[src/include/cbus_consts.svh]
`ifndef CBUS_CONSTS_SVH
`define CBUS_CONSTS_SVH

// bus widths in bits
`define CBUS_ADDR_W 32
`define CBUS_DATA_W 32

// words per icache line
`define LINE_WORDS 4

// cycles from accept to first beat
`define MEM_LATENCY 3

// memory depth in words
`define MEM_WORDS 1024

`endif

[src/verilog/cbus_pkg.sv]
`include "cbus_consts.svh"

package cbus_pkg;

    typedef logic [3:0] cbus_len_t;   // beats minus one
    typedef logic [2:0] cbus_size_t;  // log2 of bytes per beat

    typedef struct packed {
        logic                       valid;
        logic                       is_write;
        cbus_size_t                 size;
        logic [`CBUS_ADDR_W-1:0]    addr;
        logic [`CBUS_DATA_W/8-1:0]  strobe;
        cbus_len_t                  len;
        logic [`CBUS_DATA_W-1:0]    data;
    } cbus_req_t;

    typedef struct packed {
        logic                       okay;  // one beat
        logic                       last;  // final beat of the burst
        logic [`CBUS_DATA_W-1:0]    data;
    } cbus_resp_t;

    typedef enum logic [1:0] {
        arb_idle,
        arb_busy,
        arb_judge
    } arb_state_t;

endpackage

[src/verilog/cbus_if.sv]
`timescale 1ns/10ps

interface cbus_if;

    import cbus_pkg::*;

    cbus_req_t  req;
    cbus_resp_t resp;

    modport master (
        output req,
        input  resp
    );

    modport slave (
        input  req,
        output resp
    );

endinterface

[src/verilog/cbus_arbiter.sv]
`timescale 1ns/10ps

module cbus_arbiter #(
    parameter int NUM_INPUTS = 2
) (
    input  logic                                   clk,
    input  logic                                   resetn,
    input  cbus_pkg::cbus_req_t  [NUM_INPUTS-1:0]  ireqs,
    output cbus_pkg::cbus_resp_t [NUM_INPUTS-1:0]  iresps,
    cbus_if.master                                 mem
);

    import cbus_pkg::*;

    localparam int IDX_W = (NUM_INPUTS > 1) ? $clog2(NUM_INPUTS) : 1;

    arb_state_t             state;
    logic [IDX_W-1:0]       index;   // held grant
    logic [IDX_W-1:0]       select;  // current winner

    // lowest index wins, so scan downwards
    always_comb begin
        select = '0;
        for (int i = NUM_INPUTS - 1; i >= 0; i--) begin
            if (ireqs[i].valid) begin
                select = IDX_W'(i);
            end
        end
    end

    always_ff @(posedge clk) begin
        if (resetn) begin
            state <= arb_idle;
            index <= '0;
        end else begin
            unique case (state)
                arb_idle, arb_judge: begin
                    state <= ireqs[select].valid ? arb_busy : arb_idle;
                    index <= select;
                end
                arb_busy: begin
                    if (mem.resp.last) begin
                        state <= arb_judge;
                    end
                end
                default: begin
                    state <= arb_idle;
                end
            endcase
        end
    end

    always_comb begin
        if (state == arb_busy) begin
            mem.req = ireqs[index];
        end else begin
            mem.req = ireqs[select];  // new winner passes straight through
        end
    end

    always_comb begin
        iresps = '0;
        if (state == arb_busy) begin
            iresps[index] = mem.resp;
        end else begin
            iresps[select] = mem.resp;
        end
    end

    // beats only go to the one granted, still requesting master
    a_one_target: assert property (@(posedge clk) disable iff (resetn)
        mem.resp.okay |-> state == arb_busy && ireqs[index].valid);

    a_last_okay: assert property (@(posedge clk) disable iff (resetn)
        mem.resp.last |-> mem.resp.okay);

endmodule

[src/flat_wrapper.sv]
// flat-port wrapper written by rule: the top's interface ports become plain ports
module cbus_arbiter_flat import cbus_pkg::*;
#(
    parameter int NUM_INPUTS = 2
)
  (clk, resetn, ireqs, iresps, mem_req, mem_resp);
  cbus_if mem_i ();
  input  logic clk;
  input  logic resetn;
  input  cbus_pkg::cbus_req_t  [NUM_INPUTS-1:0] ireqs;
  output cbus_pkg::cbus_resp_t [NUM_INPUTS-1:0] iresps;
  output wire logic [$bits(mem_i.req)-1:0] mem_req;
  input wire logic [$bits(mem_i.resp)-1:0] mem_resp;
  assign mem_req = mem_i.req;
  assign mem_i.resp = mem_resp;
  cbus_arbiter #(.NUM_INPUTS(NUM_INPUTS)) u_core (.clk(clk), .resetn(resetn), .ireqs(ireqs), .iresps(iresps), .mem(mem_i));
endmodule
[config.mk]
export PLATFORM = sky130hd
export DESIGN_NAME = cbus_arbiter_flat
export DESIGN_NICKNAME = d
export VERILOG_FILES = /design/src/verilog/cbus_pkg.sv /design/src/verilog/cbus_if.sv /design/src/verilog/cbus_arbiter.sv /design/src/flat_wrapper.sv
export VERILOG_INCLUDE_DIRS = /design/src /design/src/include
export SDC_FILE = /design/constraint.sdc
export NUM_CORES = 1
export LEC_CHECK = 0
export BUFFER_PORTS_ARGS = -buffer_cell sky130_fd_sc_hd__buf_4
export CORE_AREA = 8 8 123 125
export DETAILED_ROUTE_END_ITERATION = 6
export DIE_AREA = 0 0 131 133
export PLACE_DENSITY = 0.5
export SYNTH_ARGS = -nofsm -noshare
export SYNTH_HDL_FRONTEND = slang
export SYNTH_SLANG_ARGS = --single-unit
[constraint.sdc]
create_clock -name clk -period 1.6 [get_ports clk]
set_clock_uncertainty 0.1 [all_clocks]
set_input_delay 0 -clock clk [delete_from_list [all_inputs] [get_ports clk]]
set_output_delay 0 -clock clk [all_outputs]
set_load 0.01 [all_outputs]
After elaboration in Yosys (flattened, before gate mapping)
Index checks and enable logic that the tools add are counted.
- bits of input ports: 190
- flip-flop bits (word level): 3
- eq/ne operators: 3
- bitwise gates (word level): 2
- reductions and logical operators: 4
- magnitude comparators: 4
- muxes and demuxes: 15
- operators with widths (kind ; count):
    two-way mux 77 bit ; 5
    bitwise AND 68 bit ; 2
    demux 34 bit (select 1 bit) ; 2
    two-way mux 34 bit ; 2
    two-way mux 68 bit ; 1
    less-than comparator 1 x 2 -> 1 bit, second input constant ; 2
    case mux 2 bit (2 select lines) ; 1
    two-way mux 1 bit ; 3
    equality test 2 x 1 -> 1 bit, second input constant ; 1
    equality test 2 bit, second input constant ; 1
    >= comparator 1 bit, second input constant ; 2
    logical AND 1 bit ; 2
    logical NOT 2 bit ; 1
    two-way mux 2 bit ; 1
    != test 2 bit, second input constant ; 1
    OR reduction 2 bit ; 1

Logic depth before layout (Yosys ltp)
- word-level depth: 8
- depth in mapped cells: 5

Worst setup path after synthesis
No wires, ideal clock.
- path type: register to output
- start: register u_core.state[0]
- end: output port mem_req[74]
- buffers on the path: 1
- path slack: 70 ps
- cell stages (with the launch flop): 5
- data arrival time: 1430 ps
- required time: 1500 ps
- cells stage by stage: dfxtp_1 > nand2b_1 > mux2i_4 > buf_2 > mux2_2
- longest elaborated chain between the ends: 2
- RTL lines (item ; line ; text):
    start: declaration ; cbus_arbiter.sv:17 ; arb_state_t state;
    start signal: assignment ; cbus_arbiter.sv:33 ; state <= arb_idle;
    start signal: assignment ; cbus_arbiter.sv:38 ; state <= ireqs[select].valid ? arb_busy : arb_idle;
    start signal: assignment ; cbus_arbiter.sv:43 ; state <= arb_judge;
    equality test 2 x 1 -> 1 bit ; cbus_arbiter.sv:54 ; if (state == arb_busy) begin
    two-way mux 77 bit ; cbus_arbiter.sv:54 ;
    end: declaration ; flat_wrapper.sv:12 ; output wire logic [$bits(mem_i.req)-1:0] mem_req;
Every way passes these cells.

Worst setup path in the final report
- start: register u_core.state[1]
- end: output port mem_req[48]
The elaborated chain is that of the path after synthesis.

==> flow_metrics.tcl <==
set metrics [dict create \
    initial_core_util_pct 11.7 \
    synth-simple-area-share_pct 30.6 \
    synth-warning-count 0 \
    synthesis.instances 174 \
    unique_masters_post_synth 13 \
    critPathLaunchType "flip-flop" \
    vias_per_cell 3.88 \
    critPathRequiredTime_ns 1.50 \
    die_w_um 131 \
    h_tree_levels 1 \
    power.static_leakage_nw 2.31 \
    drt-total-wl_mm 13.2 \
    cts-root-buf "sky130_fd_sc_hd__clkbuf_16" \
    cts_tree "built" \
    postLayoutCellArea_mm2 0.00447 \
    end_kind "primary output" \
    ioPinCount 335 \
    dp_slack_ns -0.163 \
    route.detailed.wl_per_inst_um 19.0 \
    die_outline_height_um 133 \
    maxCapViolCount 0 \
    globalplace.congestion 0.864 \
    area.growth.synth_to_final_pct 193 \
    worstHoldPathType "in2reg" \
    finalNetCount 708 \
    p_per_area_mw_per_mm2 451 \
    failed_checks "negative setup slack" \
    floorplan.rows 42 \
    globalRoute.totalOverflow 0 \
    finalSetupTns_ns -29.28 \
    seq_area_frac_synth_pct 3.93 \
    critical_path_class "reg2out" \
    fin_crit_sh_pct 120 \
    number_of_nets_in_the_synthesized_netlist 364 \
    rsz_0062_raised_after_global_routing "true" \
    drc 0 \
    placed_area_mm2 0.00432 \
    irDropWorstVdd_uv 264 \
    finalCriticalPeriod_ns 1.92 \
    clock_latency_ns 0.22 \
    synth_top_family_by_area "multiplexers" \
    slew_viol_final 0 \
    area_enclosed_by_the_die_boundary_mm2 0.0174 \
    layout_setup_ws_ns -0.319 \
    tritoncts.num_buffers 3 \
    layoutNonFillerInstCount 693 \
    largest_net_degree_at_the_start_of_global_routing 35 \
    antenna_violations_before_repair 0 \
    finalCoreUtilization_pct 34.2 \
    layout-drive-gt1-share_pct 84.3 \
    yosys_register_bits 3 \
    synth_fa_ha_area_share_pct 0 \
    buffer_ports.inserted 334 \
    max-slew-margin-rel_pct 81.8 \
    tritonroute_pass_1_iters 4 \
    track_usage_pct 13.7 \
    final_report_hold_violation_count 0 \
    first_global_vias 3045 \
    grt_first_pass_wirelength_mm 18.5 \
    path_clk_slew_ns 0.03 \
    dr.first_iter.drc_count 31 \
    synth_xor_xnor_area_share_pct 0 \
    cts.sinks 3 \
    synth_compound_gate_area_share_pct 1.07 \
    timing.final.setup_violations 139 \
    dp_hpwl_mm 12.2 \
    route.vias.total 2687 \
    critPathArrivalTime_ns 1.82 \
    outcome "finished, violations left" \
    timing.critical_path.fanout_max 23 \
    synth_area_mm2 0.00153 \
    numPlacedInstances 685 \
    core_area_mm2 0.0131 \
    antenna_cells 0 \
    timing.fmax_ghz 0.521 \
    cts-root-to-sink-buffers 2 \
    syn-mean-instance-area_um2 8.77 \
    synth.mux.area_fraction_pct 58.2 \
    worstMarginPinSlew_ns 0.272 \
    drt_antenna_net_count 0 \
]
-- placed cells by master (no fill, tap or decap), drive strengths merged --
cell / instances
a211oi: 1
and2: 34
buf: 352
clkbuf: 4
dfxtp: 3
dlygate4sd3: 2
mux2: 76
mux2i: 2
nand2b: 1
nor2: 4
nor2b: 36
nor3b: 1
o22a: 1
-- final timing paths --
check	startpoint	endpoint	slack, ns	cells past startpoint
setup / recovery	u_core.state[1]	mem_req[48]	-0.32	6
hold / removal	ireqs[76]	u_core.index	0.06	4
setup reg to reg	u_core.state[1]	u_core.state[0]	0.46	5
hold reg to reg	u_core.index	u_core.index	0.49	2
-- report_power, final --
part           leakage, nW  switching (mW)  internal [mW]
Combinational         2.24           0.590          0.942
Clock               0.0382          0.0698          0.329
Sequential          0.0254         0.00439         0.0807
Total                 2.31           0.664           1.35
-- final cells by class --
| cell class | instances | area [µm²] |
|---|---|---|
| clock buffers | 4 | 78.8 |
| fillers | 1337 | 8610 |
| multi-input cells | 156 | 1390 |
| flip-flops and latches | 3 | 62.6 |
| well taps | 176 | 220 |
| repair buffers | 354 | 2720 |
-- routing by layer --
layer,GRT usage (%),vias up,share of wire [%]
met4,0.893,0,0.39
met2,24.8,201,49
li1,-,1278,-
met5,0,-,0
met1,14.0,1202,35
met3,7.27,6,16
-- critical path, cell delays in order, from the launching register on --
cell	delay, ns
sky130_fd_sc_hd__dfxtp_2	0.30
sky130_fd_sc_hd__nand2b_4	0.13
sky130_fd_sc_hd__mux2i_4	0.27
sky130_fd_sc_hd__buf_12	0.18
sky130_fd_sc_hd__buf_12	0.18
sky130_fd_sc_hd__mux2_2	0.38
sky130_fd_sc_hd__buf_4	0.15
-- through the flow --
step | hold WS, ns | total power [mW]
3_3_place_gp | 0.0826 | 1.61
3_5_place_dp | 0.0858 | 1.61
4_1_cts | 0.0635 | 2.05
6_report | 0.0634 | 2.02
2_1_floorplan | -0.0281 | 0.656
5_1_grt | 0.0723 | 2.14
-- state kept, by name (all words and copies together) (netlist names) --
name          cells
u_core.index      1
u_core.state      2
-- cell families (layout without fill, tap and decap cells) --
kind of cell | count (synthesis) | after routing
AOI/OAI and AO/OA | 2 | 2
buffers and inverters | 15 | 358
DFF | 3 | 3
muxes | 78 | 78
and+or+nand+nor | 76 | 76
-- synth_stat cells --
cell                       number  area share, %
sky130_fd_sc_hd__mux2_2        76             56
sky130_fd_sc_hd__nor2b_1       36             15
sky130_fd_sc_hd__and2_1        34             14
sky130_fd_sc_hd__buf_4          8            3.9
sky130_fd_sc_hd__buf_2          7            2.3
sky130_fd_sc_hd__nor2_1         4           0.98
sky130_fd_sc_hd__dfxtp_1        3            3.9
sky130_fd_sc_hd__a211oi_1       1           0.49
sky130_fd_sc_hd__mux2i_1        1           0.66
sky130_fd_sc_hd__mux2i_4        1            1.5
sky130_fd_sc_hd__nand2b_1       1           0.41
sky130_fd_sc_hd__nor3b_1        1           0.49
sky130_fd_sc_hd__o22a_1         1           0.57
-- timing repair --
item | in CTS | in global routing
hold endpoints to repair | 3 | 0
setup endpoints to repair | 143 | 144
hold buffers | 3 | 0
setup buffers | 2 | 2
resized for setup | 4 | 8
pin swaps | 0 | 1
No activity file was read; power rests on OpenSTA's default activity.
