[src/include/cbus_consts.svh]
`ifndef CBUS_CONSTS_SVH
`define CBUS_CONSTS_SVH

// bus widths in bits
`define CBUS_ADDR_W 32
`define CBUS_DATA_W 32

// words per icache line
`define LINE_WORDS 4

// cycles from accept to first beat
`define MEM_LATENCY 3

// memory depth in words
`define MEM_WORDS 1024

`endif

[src/verilog/cbus_pkg.sv]
`include "cbus_consts.svh"

package cbus_pkg;

    typedef logic [3:0] cbus_len_t;   // beats minus one
    typedef logic [2:0] cbus_size_t;  // log2 of bytes per beat

    typedef struct packed {
        logic                       valid;
        logic                       is_write;
        cbus_size_t                 size;
        logic [`CBUS_ADDR_W-1:0]    addr;
        logic [`CBUS_DATA_W/8-1:0]  strobe;
        cbus_len_t                  len;
        logic [`CBUS_DATA_W-1:0]    data;
    } cbus_req_t;

    typedef struct packed {
        logic                       okay;  // one beat
        logic                       last;  // final beat of the burst
        logic [`CBUS_DATA_W-1:0]    data;
    } cbus_resp_t;

    typedef enum logic [1:0] {
        arb_idle,
        arb_busy,
        arb_judge
    } arb_state_t;

endpackage

[src/verilog/cbus_if.sv]
`timescale 1ns/10ps

interface cbus_if;

    import cbus_pkg::*;

    cbus_req_t  req;
    cbus_resp_t resp;

    modport master (
        output req,
        input  resp
    );

    modport slave (
        input  req,
        output resp
    );

endinterface

[src/verilog/icache_fill.sv]
`timescale 1ns/10ps

`include "cbus_consts.svh"

module icache_fill (
    input  logic                     clk,
    input  logic                     resetn,
    input  logic                     miss,
    input  logic [`CBUS_ADDR_W-1:0]  miss_addr,
    output logic                     fill_valid,
    output logic [`CBUS_DATA_W-1:0]  fill_word,
    output logic                     fill_done,
    cbus_if.master                   bus
);

    import cbus_pkg::*;

    localparam int LINE_OFS = $clog2(`LINE_WORDS * `CBUS_DATA_W / 8);

    logic                     active;
    logic [`CBUS_ADDR_W-1:0]  line_addr;

    always_ff @(posedge clk) begin
        if (resetn) begin
            active <= 1'b0;
        end else if (!active && miss) begin
            active <= 1'b1;
        end else if (bus.resp.okay && bus.resp.last) begin
            active <= 1'b0;  // request drops after last
        end
    end

    always_ff @(posedge clk) begin
        if (!active && miss) begin
            line_addr <= {miss_addr[`CBUS_ADDR_W-1:LINE_OFS], {LINE_OFS{1'b0}}};
        end
    end

    always_comb begin
        bus.req          = '0;
        bus.req.valid    = active;
        bus.req.is_write = 1'b0;
        bus.req.size     = cbus_size_t'($clog2(`CBUS_DATA_W / 8));
        bus.req.addr     = line_addr;
        bus.req.len      = cbus_len_t'(`LINE_WORDS - 1);
    end

    assign fill_valid = bus.resp.okay;
    assign fill_word  = bus.resp.data;
    assign fill_done  = bus.resp.okay && bus.resp.last;

    a_no_miss_busy: assert property (@(posedge clk) disable iff (resetn)
        active |-> !miss);

endmodule

[src/flat_wrapper.sv]
// flat-port wrapper written by rule: the top's interface ports become plain ports
module icache_fill_flat import cbus_pkg::*;
  (clk, resetn, miss, miss_addr, fill_valid, fill_word, fill_done, bus_req, bus_resp);
  cbus_if bus_i ();
  input  logic clk;
  input  logic resetn;
  input  logic miss;
  input  logic [`CBUS_ADDR_W-1:0] miss_addr;
  output logic fill_valid;
  output logic [`CBUS_DATA_W-1:0] fill_word;
  output logic fill_done;
  output wire logic [$bits(bus_i.req)-1:0] bus_req;
  input wire logic [$bits(bus_i.resp)-1:0] bus_resp;
  assign bus_req = bus_i.req;
  assign bus_i.resp = bus_resp;
  icache_fill u_core (.clk(clk), .resetn(resetn), .miss(miss), .miss_addr(miss_addr), .fill_valid(fill_valid), .fill_word(fill_word), .fill_done(fill_done), .bus(bus_i));
endmodule
[config.mk]
export PLATFORM = sky130hd
export DESIGN_NAME = icache_fill_flat
export DESIGN_NICKNAME = d
export VERILOG_FILES = /design/src/verilog/cbus_pkg.sv /design/src/verilog/cbus_if.sv /design/src/verilog/icache_fill.sv /design/src/flat_wrapper.sv
export VERILOG_INCLUDE_DIRS = /design/src /design/src/include
export SDC_FILE = /design/constraint.sdc
export NUM_CORES = 1
export LEC_CHECK = 0
export ABC_CLOCK_PERIOD_IN_PS = 2450
export BUFFER_PORTS_ARGS = -buffer_cell sky130_fd_sc_hd__buf_2
export CORE_UTILIZATION = 33
export CTS_CLUSTER_SIZE = 40
export DETAILED_ROUTE_END_ITERATION = 16
export PLACE_DENSITY = 0.79
export SKIP_LAST_GASP = 1
export SYNTH_ARGS = -nofsm -noshare
export SYNTH_HDL_FRONTEND = slang
export SYNTH_SLANG_ARGS = --single-unit
[constraint.sdc]
create_clock -name clk -period 2.45 [get_ports clk]
set_input_delay 0.49 -clock clk [delete_from_list [all_inputs] [get_ports clk]]
set_output_delay 0.49 -clock clk [all_outputs]
set_load 0.05 [all_outputs]
# [Word-level counts from Yosys, hierarchy flattened]
# Cells that the tools add are included.
[classes] bitwise=0 mul=0 order_cmp=0 addsub=0 n_eq_ne=0 div_mod_pow=0 shift=0 mux=2 reduce_logical=4
[ops] op="1-bit logical AND" count=2
[ops] op="1-bit two-way mux" count=2
[ops] op="2-bit nonzero test" count=1
[ops] op="1-bit zero test" count=1
[word_totals] output_inout_bits=111 n_memories=0 in_bits=69 register_bits=29 wordCells=8 romBits=0 ramBits=0 latch_bits=0

# [Longest topological paths before layout]
# Gate-level depths: netlist (run 1).
[depth] depth_word=3 mapped_depth=2 ltp_nobuf=2

# [Worst setup path after synthesis (run 1)]
# No wires, ideal clock.
[synth_timing] path_type="input-to-reg" start="input miss" end="register u_core.line_addr[10], enable pin" path_slack_ns=0.267 cell_stages=1 t_required_ns=2.034 setup_ns=0.416 arrival_ns=1.767 n_path_buf=0 path_cell_list="nor2b_1"
[synth_via] elab_chain_cells=1
[synth_rtl] element="start: declaration" line="flat_wrapper.sv:7" rtl="input logic miss;"
[synth_rtl] element="1-bit logical AND" line="icache_fill.sv:34" rtl="if (!active && miss) begin"
[synth_rtl] element="end signal: assignment" line="icache_fill.sv:35" rtl="line_addr <= {miss_addr[`CBUS_ADDR_W-1:LINE_OFS], {LINE_OFS{1'b0}}};"
[synth_rtl] element="end: declaration" line="icache_fill.sv:21" rtl="logic [`CBUS_ADDR_W-1:0] line_addr;"
# Every way passes these cells.
# A chain may end at the register's enable or synchronous reset.

# [Worst setup path after layout (run 1)]
[layout_timing] start="register u_core.active" end="output bus_req[76]"
[layout_lines] element="start: declaration" line="icache_fill.sv:20" rtl="logic active;"
[layout_lines] element="start signal: assignment" line="icache_fill.sv:25" rtl="active <= 1'b0;"
[layout_lines] element="start signal: assignment" line="icache_fill.sv:27" rtl="active <= 1'b1;"
[layout_lines] element="start signal: assignment" line="icache_fill.sv:29" rtl="active <= 1'b0;"
[layout_lines] element="end: declaration" line="flat_wrapper.sv:12" rtl="output wire logic [$bits(bus_i.req)-1:0] bus_req;"
# No word-level cell between the ends.

==> out/summary.log, run 1 <==
qor: route.drtPass1Iterations 2
qor: logic_synthesis.synth_largest_area_cell sky130_fd_sc_hd__edfxtp_1
qor: clock_tree.post_cts_hold_buffer_count 0
qor: layout.diodes 0
qor: route.vias 728
qor: worst_setup_path.critical_path.reg2reg.startpoint u_core.active
qor: power_and_ir_drop.power_switching 0.471 mW
qor: logic_synthesis.edff_count_synth 28
qor: clock_tree.cts_root_buffer sky130_fd_sc_hd__clkbuf_8
qor: floorplanning.die_x 69.8 µm
qor: clock_tree.cts_setup_buffers 0
qor: logic_synthesis.postSynth.topFlopCell sky130_fd_sc_hd__edfxtp_1
qor: logic_synthesis.top_cells_by_area_synth sky130_fd_sc_hd__edfxtp_1 (55%), sky130_fd_sc_hd__buf_4 (41%), sky130_fd_sc_hd__dfxtp_1 (1.3%), sky130_fd_sc_hd__a211oi_2 (0.83%), sky130_fd_sc_hd__and2_4 (0.58%)
qor: worst_setup_path.worst-setup-path-type flip-flop to output pin
qor: layout.proportion_of_layout_cells_with_a_drive_suffix_above_1 0.490
qor: sta.timing.fmax 683 MHz
qor: worst_setup_path.dominant_delay_contributor_by_cell_family_on_the_critical_path flip-flops
qor: layout.finalNetCount 221
qor: sta.maxSlewViolCount 0
qor: sta.finalSetupViolCount 0
qor: worst_setup_path.cp_slowest_cell sky130_fd_sc_hd__dfxtp_1
qor: route.routedWlPerCell 9.79 µm
qor: worst_setup_path.cp.required 1960 ps
qor: placement.port_buffers 63
qor: logic_synthesis.postSynthAreaPerCell 13.0 µm²
qor: power_and_ir_drop.seqPwrFrac 0.456
qor: sta.setup_repair_after_global_routing_missed_its_margin false
qor: route.avgViaCountPerCell 3.55
qor: logic_synthesis.area_of_the_mapped_netlist 1520 µm²
qor: placement.finalWeightedCongestion 0.668
qor: sta.hold_slack 386 ps
qor: flow_run.maxCapViolations 0
qor: route.first_iter_violations 26
qor: clock_tree.cts.reportedPaths.clkPinSlew 60 ps
qor: global_routing.grt_pass1_vias 556
qor: route.post-route-drc-count 0
qor: global_routing.global_route.overflow_total 0
qor: power_and_ir_drop.swShare 0.366
qor: sta.final_period_minus_worst_setup_slack 1470 ps
qor: floorplanning.dieArea 4870 µm²
qor: clock_tree.cts_max_path_buffers 2
qor: clock_tree.clock_insertion_delay_worst_skew 270 ps
qor: outcome.outcome complete, no violations
qor: logic_synthesis.synth_top_area_frac 0.555
qor: logic_synthesis.ys_seq_elements 29
qor: clock_tree.numCtsBuffers 5
qor: logic_synthesis.synth_cells 117
qor: global_routing.grt.total_usage 0.0792
qor: clock_tree.cts_num_sinks 29
qor: sta.hold_viol_final 0
qor: clock_tree.cts.repair.resized 0
qor: global_routing.antenna_found_initial 0
qor: worst_setup_path.worst-path-stages 1
qor: power_and_ir_drop.power_per_cell_area 830 nW/µm²
qor: power_and_ir_drop.pwr-share-comb 0.261
qor: worst_setup_path.path_cells buf_2
qor: worst_setup_path.worst_r2r_endpoint u_core.line_addr[14]
qor: floorplanning.initial_core_utilization 0.346
qor: layout.flow.area_growth_from_synthesis 2.23%
qor: layout.multiInputGateArea 214 µm²
qor: power_and_ir_drop.clk_pwr_share 0.284
qor: worst_setup_path.critPathCaptureType output pin
qor: logic_synthesis.yosysSeqAreaShare 0.568
qor: worst_setup_path.crit_end bus_req[76]
qor: floorplanning.placement_rows 24
qor: min_path.min-delay-path-class input pin to flip-flop
qor: power_and_ir_drop.power.leakage 0.742 nW
qor: logic_synthesis.synth.yosys.warnings 0
qor: power_and_ir_drop.ir_worst_vdd 0.211 mV
qor: route.post_route_antenna_net_violation_count 0
qor: logic_synthesis.synthArstFlopShare 0
qor: logic_synthesis.ys_types 8
qor: min_path.timing.hold.worst_path_depth 2
qor: placement.dpl.hpwl 1540 µm
qor: logic_synthesis.yosys-top-cells-count sky130_fd_sc_hd__buf_4 (82), sky130_fd_sc_hd__edfxtp_1 (28), sky130_fd_sc_hd__conb_1 (2)
qor: global_routing.grt_first_pass_wirelength 2730 µm
qor: worst_setup_path.critPathLaunchType flip-flop
qor: logic_synthesis.yosys.cell_count.top_type sky130_fd_sc_hd__buf_4
qor: worst_setup_path.reg2regPathDepth 2
qor: route.wl 2010 µm
qor: clock_tree.cts-htree-levels 2
qor: worst_setup_path.launch_point_of_the_worst_path u_core.active
qor: floorplanning.fp.dieH 69.8 µm
qor: worst_setup_path.critPathArrivalTime 980 ps
qor: global_routing.largest_net_degree_at_the_start_of_global_routing 29
qor: floorplanning.top_level_ports 180
qor: worst_setup_path.ff2ff_setup_slack 1320 ps
qor: floorplanning.core_box_area 4380 µm²
qor: sta.final.setup.tns 0 ps
qor: clock_tree.cts_tree yes
qor: sta.post-route-period-util 0.598
qor: layout.area.sequential 861 µm²
qor: worst_setup_path.path_buf_inv 1
qor: sta.finalClockSkew 3.35 ps
qor: layout.fillers 429
qor: worst_setup_path.critPathMaxStageDelay 400 ps
qor: worst_setup_path.cp_max_fo 4
qor: power_and_ir_drop.p_int 0.815 mW
==> sequential cells by signal, summed over array words and instances (netlist names) <==
| signal | count |
|---|---|
| u_core.active | 1 |
| u_core.line_addr | 28 |
==> worst min-delay path by stage <==
stage / slack, ps / endpoint / start
final: 390 / u_core.active / resetn
after global placement: 540 / u_core.active / u_core.active
after floorplan: 470 / u_core.active / u_core.active
after CTS: 380 / u_core.line_addr[5] / miss_addr[5]
after detailed placement: 520 / u_core.active / u_core.active
after global routing: 370 / u_core.line_addr[26] / miss_addr[26]
==> logic make-up after synthesis <==
logic type | Yosys count | share of synthesized area
AOI/OAI and AO/OA | 1 | 0.00826
and+or+nand+nor | 3 | 0.0124
other | 2 | 0.00496
DFF | 29 | 0.568
buffers and inverters | 82 | 0.406
==> power by group through the flow <==
stage	Clock (mW)	Combinational [mW]	Sequential [mW]
after floorplan	0	0.387	0.694
after global placement	0	0.333	0.596
after detailed placement	0	0.335	0.597
after CTS	0.383	0.336	0.586
after global routing	0.404	0.345	0.588
final	0.365	0.335	0.586
==> through the flow <==
| stage | power [mW] | utilization | worst slack (ps) | cells | cell area (µm²) |
|---|---|---|---|---|---|
| 2_1_floorplan | 1.08 | - | 267 | 163 | 1690 |
| 3_3_place_gp | 0.929 | 0.334 | 998 | 197 | 1460 |
| 3_5_place_dp | 0.932 | 0.334 | 995 | 197 | 1460 |
| 4_1_cts | 1.30 | 0.353 | 967 | 205 | 1550 |
| 5_1_grt | 1.34 | 0.353 | 925 | 205 | 1550 |
| 6_report | 1.29 | 0.353 | 985 | 205 | 1550 |
==> area by class of cell <==
| class | instances | area share |
|---|---|---|
| flip-flops and latches | 29 | 0.556 |
| repair buffers | 64 | 0.208 |
| multi-input cells | 52 | 0.138 |
| clock buffers | 5 | 0.0444 |
| well taps | 52 | 0.0420 |
| clock inverters | 3 | 0.0113 |
==> metal layers <==
layer  routed length (µm)  up-vias  GRT usage
met5                    0        -          0
met4                   34        0     0.0644
met3                  371        6     0.0669
met2                  993       83      0.122
met1                  606      320     0.0629
li1                     -      319          -
==> cell usage in the layout (no fill, tap or decap), types with 2 or more instances in the layout <==
master	Yosys	final
sky130_fd_sc_hd__buf_2	0	63
sky130_fd_sc_hd__clkbuf_8	0	5
sky130_fd_sc_hd__edfxtp_1	28	28
sky130_fd_sc_hd__conb_1	2	48
sky130_fd_sc_hd__clkinv_2	0	2
Power figures use the tool's default switching activity.
==> inputs of run 2 (changes only) <==
--- a/config.mk
+++ b/config.mk
@@ -6,12 +6,13 @@
 export SDC_FILE = /design/constraint.sdc
 export NUM_CORES = 1
 export LEC_CHECK = 0
-export ABC_CLOCK_PERIOD_IN_PS = 2450
+export ABC_AREA = 1
+export ABC_CLOCK_PERIOD_IN_PS = 1300
 export BUFFER_PORTS_ARGS = -buffer_cell sky130_fd_sc_hd__buf_2
-export CORE_UTILIZATION = 33
+export CORE_UTILIZATION = 30
 export CTS_CLUSTER_SIZE = 40
 export DETAILED_ROUTE_END_ITERATION = 16
-export PLACE_DENSITY = 0.79
+export PLACE_DENSITY = 0.76
 export SKIP_LAST_GASP = 1
 export SYNTH_ARGS = -nofsm -noshare
 export SYNTH_HDL_FRONTEND = slang
==> constraint.sdc (replaced) <==
create_clock -name clk -period 1.3 [get_ports clk]
set_input_delay 0.26 -clock clk [delete_from_list [all_inputs] [get_ports clk]]
set_output_delay 0.26 -clock clk [all_outputs]
set_load 0.05 [all_outputs]
==> run 2 against run 1 <==
Compared with the run above: non-clock buffer count unchanged; final area is 2.5% higher; combinational power is 96% higher; clock power up 98%; count of clock-buffer cells in the layout up 3; utilization shrank 2.2 points; critical path depth stayed put; synthesized cell count increased by 2.6%; sequential power increased by 89%.
==> out/summary.log, run 2 <==
qor: logic_synthesis.synth_largest_area_cell sky130_fd_sc_hd__edfxtp_1
qor: worst_setup_path.dominant_delay_contributor_by_cell_family_on_the_critical_path flip-flops
qor: floorplanning.initial_core_utilization 0.317
qor: floorplanning.core_box_area 4790 µm²
qor: sta.finalSetupViolCount 0
qor: worst_setup_path.critPathCaptureType output pin
qor: logic_synthesis.synth.yosys.warnings 0
qor: layout.layout_common_cells sky130_fd_sc_hd__buf_2 (63), sky130_fd_sc_hd__conb_1 (48), sky130_fd_sc_hd__edfxtp_1 (28), sky130_fd_sc_hd__clkbuf_8 (6)
qor: min_path.min-delay-path-class input pin to flip-flop
qor: layout.diodes 0
qor: placement.dpl.hpwl 1780 µm
qor: sta.final.setup.tns 0 ps
qor: clock_tree.numCtsBuffers 5
qor: global_routing.grt.total_usage 0.0740
qor: route.first_iter_violations 16
qor: placement.dp_worst_setup_slack 280 ps
qor: layout.finalNonFillerCells 223
qor: outcome.outcome complete, no violations
qor: worst_setup_path.critPathArrivalTime 890 ps
qor: clock_tree.cts_num_sinks 29
qor: sta.maxSlewViolCount 0
qor: sta.post-route-period-util 0.883
qor: sta.finalClockSkew 6.92 ps
qor: logic_synthesis.synth_cells 120
qor: logic_synthesis.postSynthAreaPerCell 12.6 µm²
qor: worst_setup_path.path_cells buf_2
qor: clock_tree.cts_max_path_buffers 2
qor: logic_synthesis.synth_top_area_frac 0.554
qor: floorplanning.top_level_ports 180
qor: sta.hold_viol_final 0
qor: placement.dpl-instance-area 1500 µm²
qor: worst_setup_path.launch_point_of_the_worst_path u_core.active
qor: floorplanning.die_x 73.1 µm
qor: logic_synthesis.yosys-top-cells-count sky130_fd_sc_hd__buf_4 (82), sky130_fd_sc_hd__edfxtp_1 (28), sky130_fd_sc_hd__inv_1 (3)
qor: power_and_ir_drop.power_per_cell_area 1570 nW/µm²
qor: logic_synthesis.ys_types 8
qor: worst_setup_path.cp.required 1040 ps
qor: global_routing.global_route.overflow_total 0
qor: route.post_route_antenna_net_violation_count 0
qor: sta.finalWorstSetupSlack 152 ps
qor: layout.layout.cells.most_common sky130_fd_sc_hd__buf_2
qor: layout.finish.instance_area 1590 µm²
qor: flow_run.maxCapViolations 0
qor: layout.finalCoreUtilization 0.332
qor: layout.flow.area_growth_from_synthesis 4.62%
qor: logic_synthesis.edff_count_synth 28
qor: clock_tree.cts_tree yes
qor: sta.timing.fmax 871 MHz
qor: clock_tree.cts-htree-levels 2
qor: sta.setup_repair_after_global_routing_missed_its_margin false
qor: layout.reg.largest.list u_core.line_addr: 28 flops, u_core.active: 1 flops
qor: route.routedWlPerCell 9.91 µm
qor: floorplanning.fp.dieH 73.1 µm
qor: worst_setup_path.critPathLaunchType flip-flop
qor: clock_tree.clock_insertion_delay_worst_skew 270 ps
qor: sta.final_period_minus_worst_setup_slack 1150 ps
qor: min_path.min_from resetn
qor: worst_setup_path.cp_max_fo 3
qor: logic_synthesis.synthArstFlopShare 0
qor: floorplanning.dieArea 5350 µm²
qor: global_routing.grt_pass1_vias 543
qor: clock_tree.cts_setup_buffers 0
qor: route.post-route-drc-count 0
qor: route.vias 723
qor: power_and_ir_drop.sum_of_internal_switching_and_leakage_power 2.49 mW
qor: layout.proportion_of_layout_cells_with_a_drive_suffix_above_1 0.468
qor: placement.finalWeightedCongestion 0.588
qor: power_and_ir_drop.ir_worst_vdd 0.458 mV
qor: route.wl 2210 µm
qor: placement.dp_cells 215
qor: sta.hold_slack 144 ps
qor: power_and_ir_drop.power.leakage 0.756 nW
qor: clock_tree.cts_root_buffer sky130_fd_sc_hd__clkbuf_8
qor: logic_synthesis.postSynth.topFlopCell sky130_fd_sc_hd__edfxtp_1
qor: route.avgViaCountPerCell 3.24
qor: logic_synthesis.yosys.cell_count.top_type sky130_fd_sc_hd__buf_4
qor: floorplanning.placement_rows 25
qor: worst_setup_path.path_buf_inv 1
qor: clock_tree.post_cts_hold_buffer_count 0
qor: global_routing.largest_net_degree_at_the_start_of_global_routing 29
qor: worst_setup_path.worst-setup-path-type flip-flop to output pin
qor: route.drtPass1Iterations 2
qor: logic_synthesis.yosysSeqAreaShare 0.567
qor: worst_setup_path.cp_slowest_cell sky130_fd_sc_hd__dfxtp_1
qor: layout.flip_flop_count_of_the_largest_register_after_layout 28
qor: logic_synthesis.top_cells_by_area_synth sky130_fd_sc_hd__edfxtp_1 (55%), sky130_fd_sc_hd__buf_4 (41%), sky130_fd_sc_hd__dfxtp_1 (1.3%), sky130_fd_sc_hd__inv_1 (0.74%), sky130_fd_sc_hd__a21oi_2 (0.58%)
qor: logic_synthesis.area_of_the_mapped_netlist 1520 µm²
qor: global_routing.grt_first_pass_wirelength 2620 µm
qor: layout.top_reg_by_flops u_core.line_addr
qor: global_routing.antenna_found_initial 1
qor: worst_setup_path.critical_path.reg2reg.startpoint u_core.active
qor: clock_tree.cts.reportedPaths.clkPinSlew 60 ps
qor: layout.finalNetCount 224
qor: worst_setup_path.critPathMaxStageDelay 350 ps
qor: clock_tree.cts.repair.resized 0
qor: placement.port_buffers 63
qor: logic_synthesis.ys_seq_elements 29
run 2: changes by cell type after synthesis:
| cell | previous run | this run |
|---|---|---|
| sky130_fd_sc_hd__inv_1 | 0 | 3 |
| sky130_fd_sc_hd__a211oi_2 | 1 | 0 |
| sky130_fd_sc_hd__nand2_2 | 0 | 1 |
| sky130_fd_sc_hd__a21oi_2 | 0 | 1 |
| sky130_fd_sc_hd__nor2_1 | 1 | 0 |
| sky130_fd_sc_hd__nand2_1 | 0 | 2 |
| sky130_fd_sc_hd__and2_4 | 1 | 0 |
| sky130_fd_sc_hd__nor2b_1 | 1 | 0 |
run 2: kinds of logic (layout without fill, tap and decap cells):
logic type | count (synthesis) | count (layout) | share of synthesized area
buffers and inverters | 85 | 75 | 0.413
AO/OA/AOI/OAI | 1 | 1 | 0.00577
other | 2 | 48 | 0.00495
AND/OR/NAND/NOR | 3 | 3 | 0.00907
flip-flops | 29 | 29 | 0.567
run 2: layout make-up:
class / instances / area (µm²)
Clock buffer: 8 / 90.1
Fill cell: 502 / 3200
Inverter: 3 / 15.0
Multi-Input combinational cell: 52 / 203
Sequential cell: 29 / 861
Tap cell: 67 / 83.8
Timing Repair Buffer: 64 / 335
run 2: where the power goes:
group / internal (mW) / switching (mW)
Sequential: 1.10 / 0.0132
Combinational: 0.0850 / 0.572
Clock: 0.430 / 0.292
run 2: worst paths after layout:
kind | slack [ps] | end | cells after the start
setup / recovery | 150 | bus_req[76] | 1
hold / removal | 140 | u_core.active | 2
hold reg to reg | 480 | u_core.active | 2
setup reg to reg | 270 | u_core.line_addr[20] | 4
run 2: per-layer routing:
layer  share of wire  track usage  wire length, µm  vias up
met2            0.52        0.112             1140       77
met3            0.20       0.0815              443        6
met1            0.26       0.0478              572      315
met5          0.0063            0               14        -
li1                -            -                -      323
met4           0.017       0.0632               38        2
==> inputs of run 3 (changes only) <==
--- a/config.mk
+++ b/config.mk
@@ -9,10 +9,11 @@
 export ABC_AREA = 1
 export ABC_CLOCK_PERIOD_IN_PS = 1300
 export BUFFER_PORTS_ARGS = -buffer_cell sky130_fd_sc_hd__buf_2
-export CORE_UTILIZATION = 30
+export CORE_UTILIZATION = 31
+export CTS_BUF_LIST = sky130_fd_sc_hd__clkbuf_4
 export CTS_CLUSTER_SIZE = 40
 export DETAILED_ROUTE_END_ITERATION = 16
-export PLACE_DENSITY = 0.76
+export PLACE_DENSITY = 0.78
 export SKIP_LAST_GASP = 1
 export SYNTH_ARGS = -nofsm -noshare
 export SYNTH_HDL_FRONTEND = slang
==> run 3 against run 2 <==
Compared with the run above: global-route usage fell by 0.40 points; final area fell by 2.0%; sequential share of layout area rose by 1.1 points; largest power group unchanged.
==> out/summary.log, run 3 (same netlist as run 2, synthesis figures left out) <==
qor: outcome.outcome complete, no violations
qor: sta.final_period_minus_worst_setup_slack 1210 ps
qor: placement.dp_cells 215
qor: sta.finalClockSkew 12.8 ps
qor: route.drtPass1Iterations 3
qor: floorplanning.fp.dieH 72.0 µm
qor: worst_setup_path.worst-setup-path-type flip-flop to output pin
qor: layout.reg.largest.list u_core.line_addr: 28 flops, u_core.active: 1 flops
qor: worst_setup_path.cp_slowest_cell sky130_fd_sc_hd__dfxtp_1
qor: sta.finalWorstSetupSlack 94.0 ps
qor: layout.finish.instance_area 1560 µm²
qor: worst_setup_path.critPathLaunchType flip-flop
qor: floorplanning.top_level_ports 180
qor: clock_tree.cts-htree-levels 2
qor: layout.flow.area_growth_from_synthesis 2.47%
qor: route.avgViaCountPerCell 3.36
qor: global_routing.grt_pass1_vias 533
qor: route.wl 1970 µm
qor: clock_tree.numCtsBuffers 5
qor: floorplanning.die_x 72.0 µm
qor: sta.maxSlewViolCount 0
qor: sta.timing.fmax 829 MHz
qor: global_routing.global_route.overflow_total 0
qor: clock_tree.cts_root_buffer sky130_fd_sc_hd__clkbuf_4
qor: worst_setup_path.path_buf_inv 1
qor: sta.setup_repair_after_global_routing_missed_its_margin false
qor: floorplanning.initial_core_utilization 0.321
qor: clock_tree.cts_tree yes
qor: layout.finalNetCount 224
qor: placement.dpl-instance-area 1500 µm²
qor: route.first_iter_violations 22
qor: worst_setup_path.path_cells buf_2
qor: clock_tree.cts.reportedPaths.clkPinSlew 90 ps
qor: clock_tree.cts.repair.resized 0
qor: placement.dpl.hpwl 1600 µm
qor: min_path.timing.hold.worst_path_depth 2
qor: clock_tree.cts_num_sinks 29
qor: route.routedWlPerCell 8.83 µm
qor: layout.proportion_of_layout_cells_with_a_drive_suffix_above_1 0.481
qor: sta.post-route-period-util 0.928
qor: layout.fillers 471
qor: global_routing.grt.total_usage 0.0700
qor: sta.final.setup.tns 0 ps
qor: worst_setup_path.reg2regPathDepth 4
qor: clock_tree.post_cts_hold_buffer_count 0
qor: route.vias 749
qor: layout.layout.cells.most_common sky130_fd_sc_hd__buf_2
qor: layout.diodes 0
qor: power_and_ir_drop.power_per_cell_area 1470 nW/µm²
qor: floorplanning.core_box_area 4720 µm²
qor: route.post-route-drc-count 0
qor: route.post_route_antenna_net_violation_count 0
qor: power_and_ir_drop.power.leakage 0.747 nW
qor: min_path.min-delay-path-class input pin to flip-flop
qor: worst_setup_path.critPathMaxStageDelay 360 ps
qor: clock_tree.cts_setup_buffers 0
qor: floorplanning.placement_rows 25
qor: floorplanning.dieArea 5180 µm²
qor: power_and_ir_drop.sum_of_internal_switching_and_leakage_power 2.28 mW
qor: worst_setup_path.cp_max_fo 3
qor: layout.flip_flop_count_of_the_largest_register_after_layout 28
qor: power_and_ir_drop.ir_worst_vdd 0.348 mV
qor: global_routing.grt_first_pass_wirelength 2460 µm
qor: placement.dp_worst_setup_slack 280 ps
qor: clock_tree.cts_max_path_buffers 2
qor: clock_tree.clock_insertion_delay_worst_skew 310 ps
qor: flow_run.maxCapViolations 0
qor: worst_setup_path.critPathArrivalTime 950 ps
qor: placement.finalWeightedCongestion 0.627
qor: global_routing.largest_net_degree_at_the_start_of_global_routing 29
qor: global_routing.antenna_found_initial 0
qor: placement.port_buffers 63
qor: worst_setup_path.critPathCaptureType output pin
qor: worst_setup_path.cp.required 1040 ps
qor: layout.finalNonFillerCells 223
qor: sta.finalSetupViolCount 0
qor: layout.layout_common_cells sky130_fd_sc_hd__buf_2 (63), sky130_fd_sc_hd__conb_1 (48), sky130_fd_sc_hd__edfxtp_1 (28), sky130_fd_sc_hd__clkbuf_4 (7)
qor: worst_setup_path.dominant_delay_contributor_by_cell_family_on_the_critical_path flip-flops
qor: worst_setup_path.worst-path-stages 1
qor: layout.top_reg_by_flops u_core.line_addr
qor: sta.hold_viol_final 0
==> run 3: per-stage QoR <==
stage | hold slack, ps | util
5_1_grt | 68.5 | 0.329
2_1_floorplan | 322 | -
4_1_cts | 76.0 | 0.329
3_5_place_dp | 423 | 0.317
3_3_place_gp | 426 | 0.317
6_report | 86.8 | 0.329
==> run 3: cell type report <==
| class | instances | area (µm²) | share of cell area |
|---|---|---|---|
| Tap cell | 67 | 83.8 | 0.0539 |
| Timing Repair Buffer | 64 | 335 | 0.216 |
| Multi-Input combinational cell | 52 | 203 | 0.130 |
| Clock buffer | 7 | 52.6 | 0.0338 |
| Sequential cell | 29 | 861 | 0.554 |
| Clock inverter | 1 | 5.00 | 0.00322 |
| Inverter | 3 | 15.0 | 0.00965 |
==> run 3: worst paths after layout <==
path,slack [ps],to,startpoint
worst min-delay path,90,u_core.active,resetn
worst min register to register,490,u_core.active,u_core.active
worst max register to register,260,u_core.line_addr[8],u_core.active
worst max-delay path,90,bus_req[76],u_core.active
==> run 3: metal layers <==
metal	share of wire	vias up	routed length, µm	track usage
met5	0	-	0	0
met4	0.044	0	86	0.0784
met3	0.19	10	379	0.0625
met2	0.48	89	947	0.109
met1	0.28	325	556	0.0444
li1	-	325	-	-
==> run 3: power breakdown <==
group | internal, mW | switching [mW]
Combinational | 0.0851 | 0.569
Sequential | 1.09 | 0.0137
Clock | 0.252 | 0.270
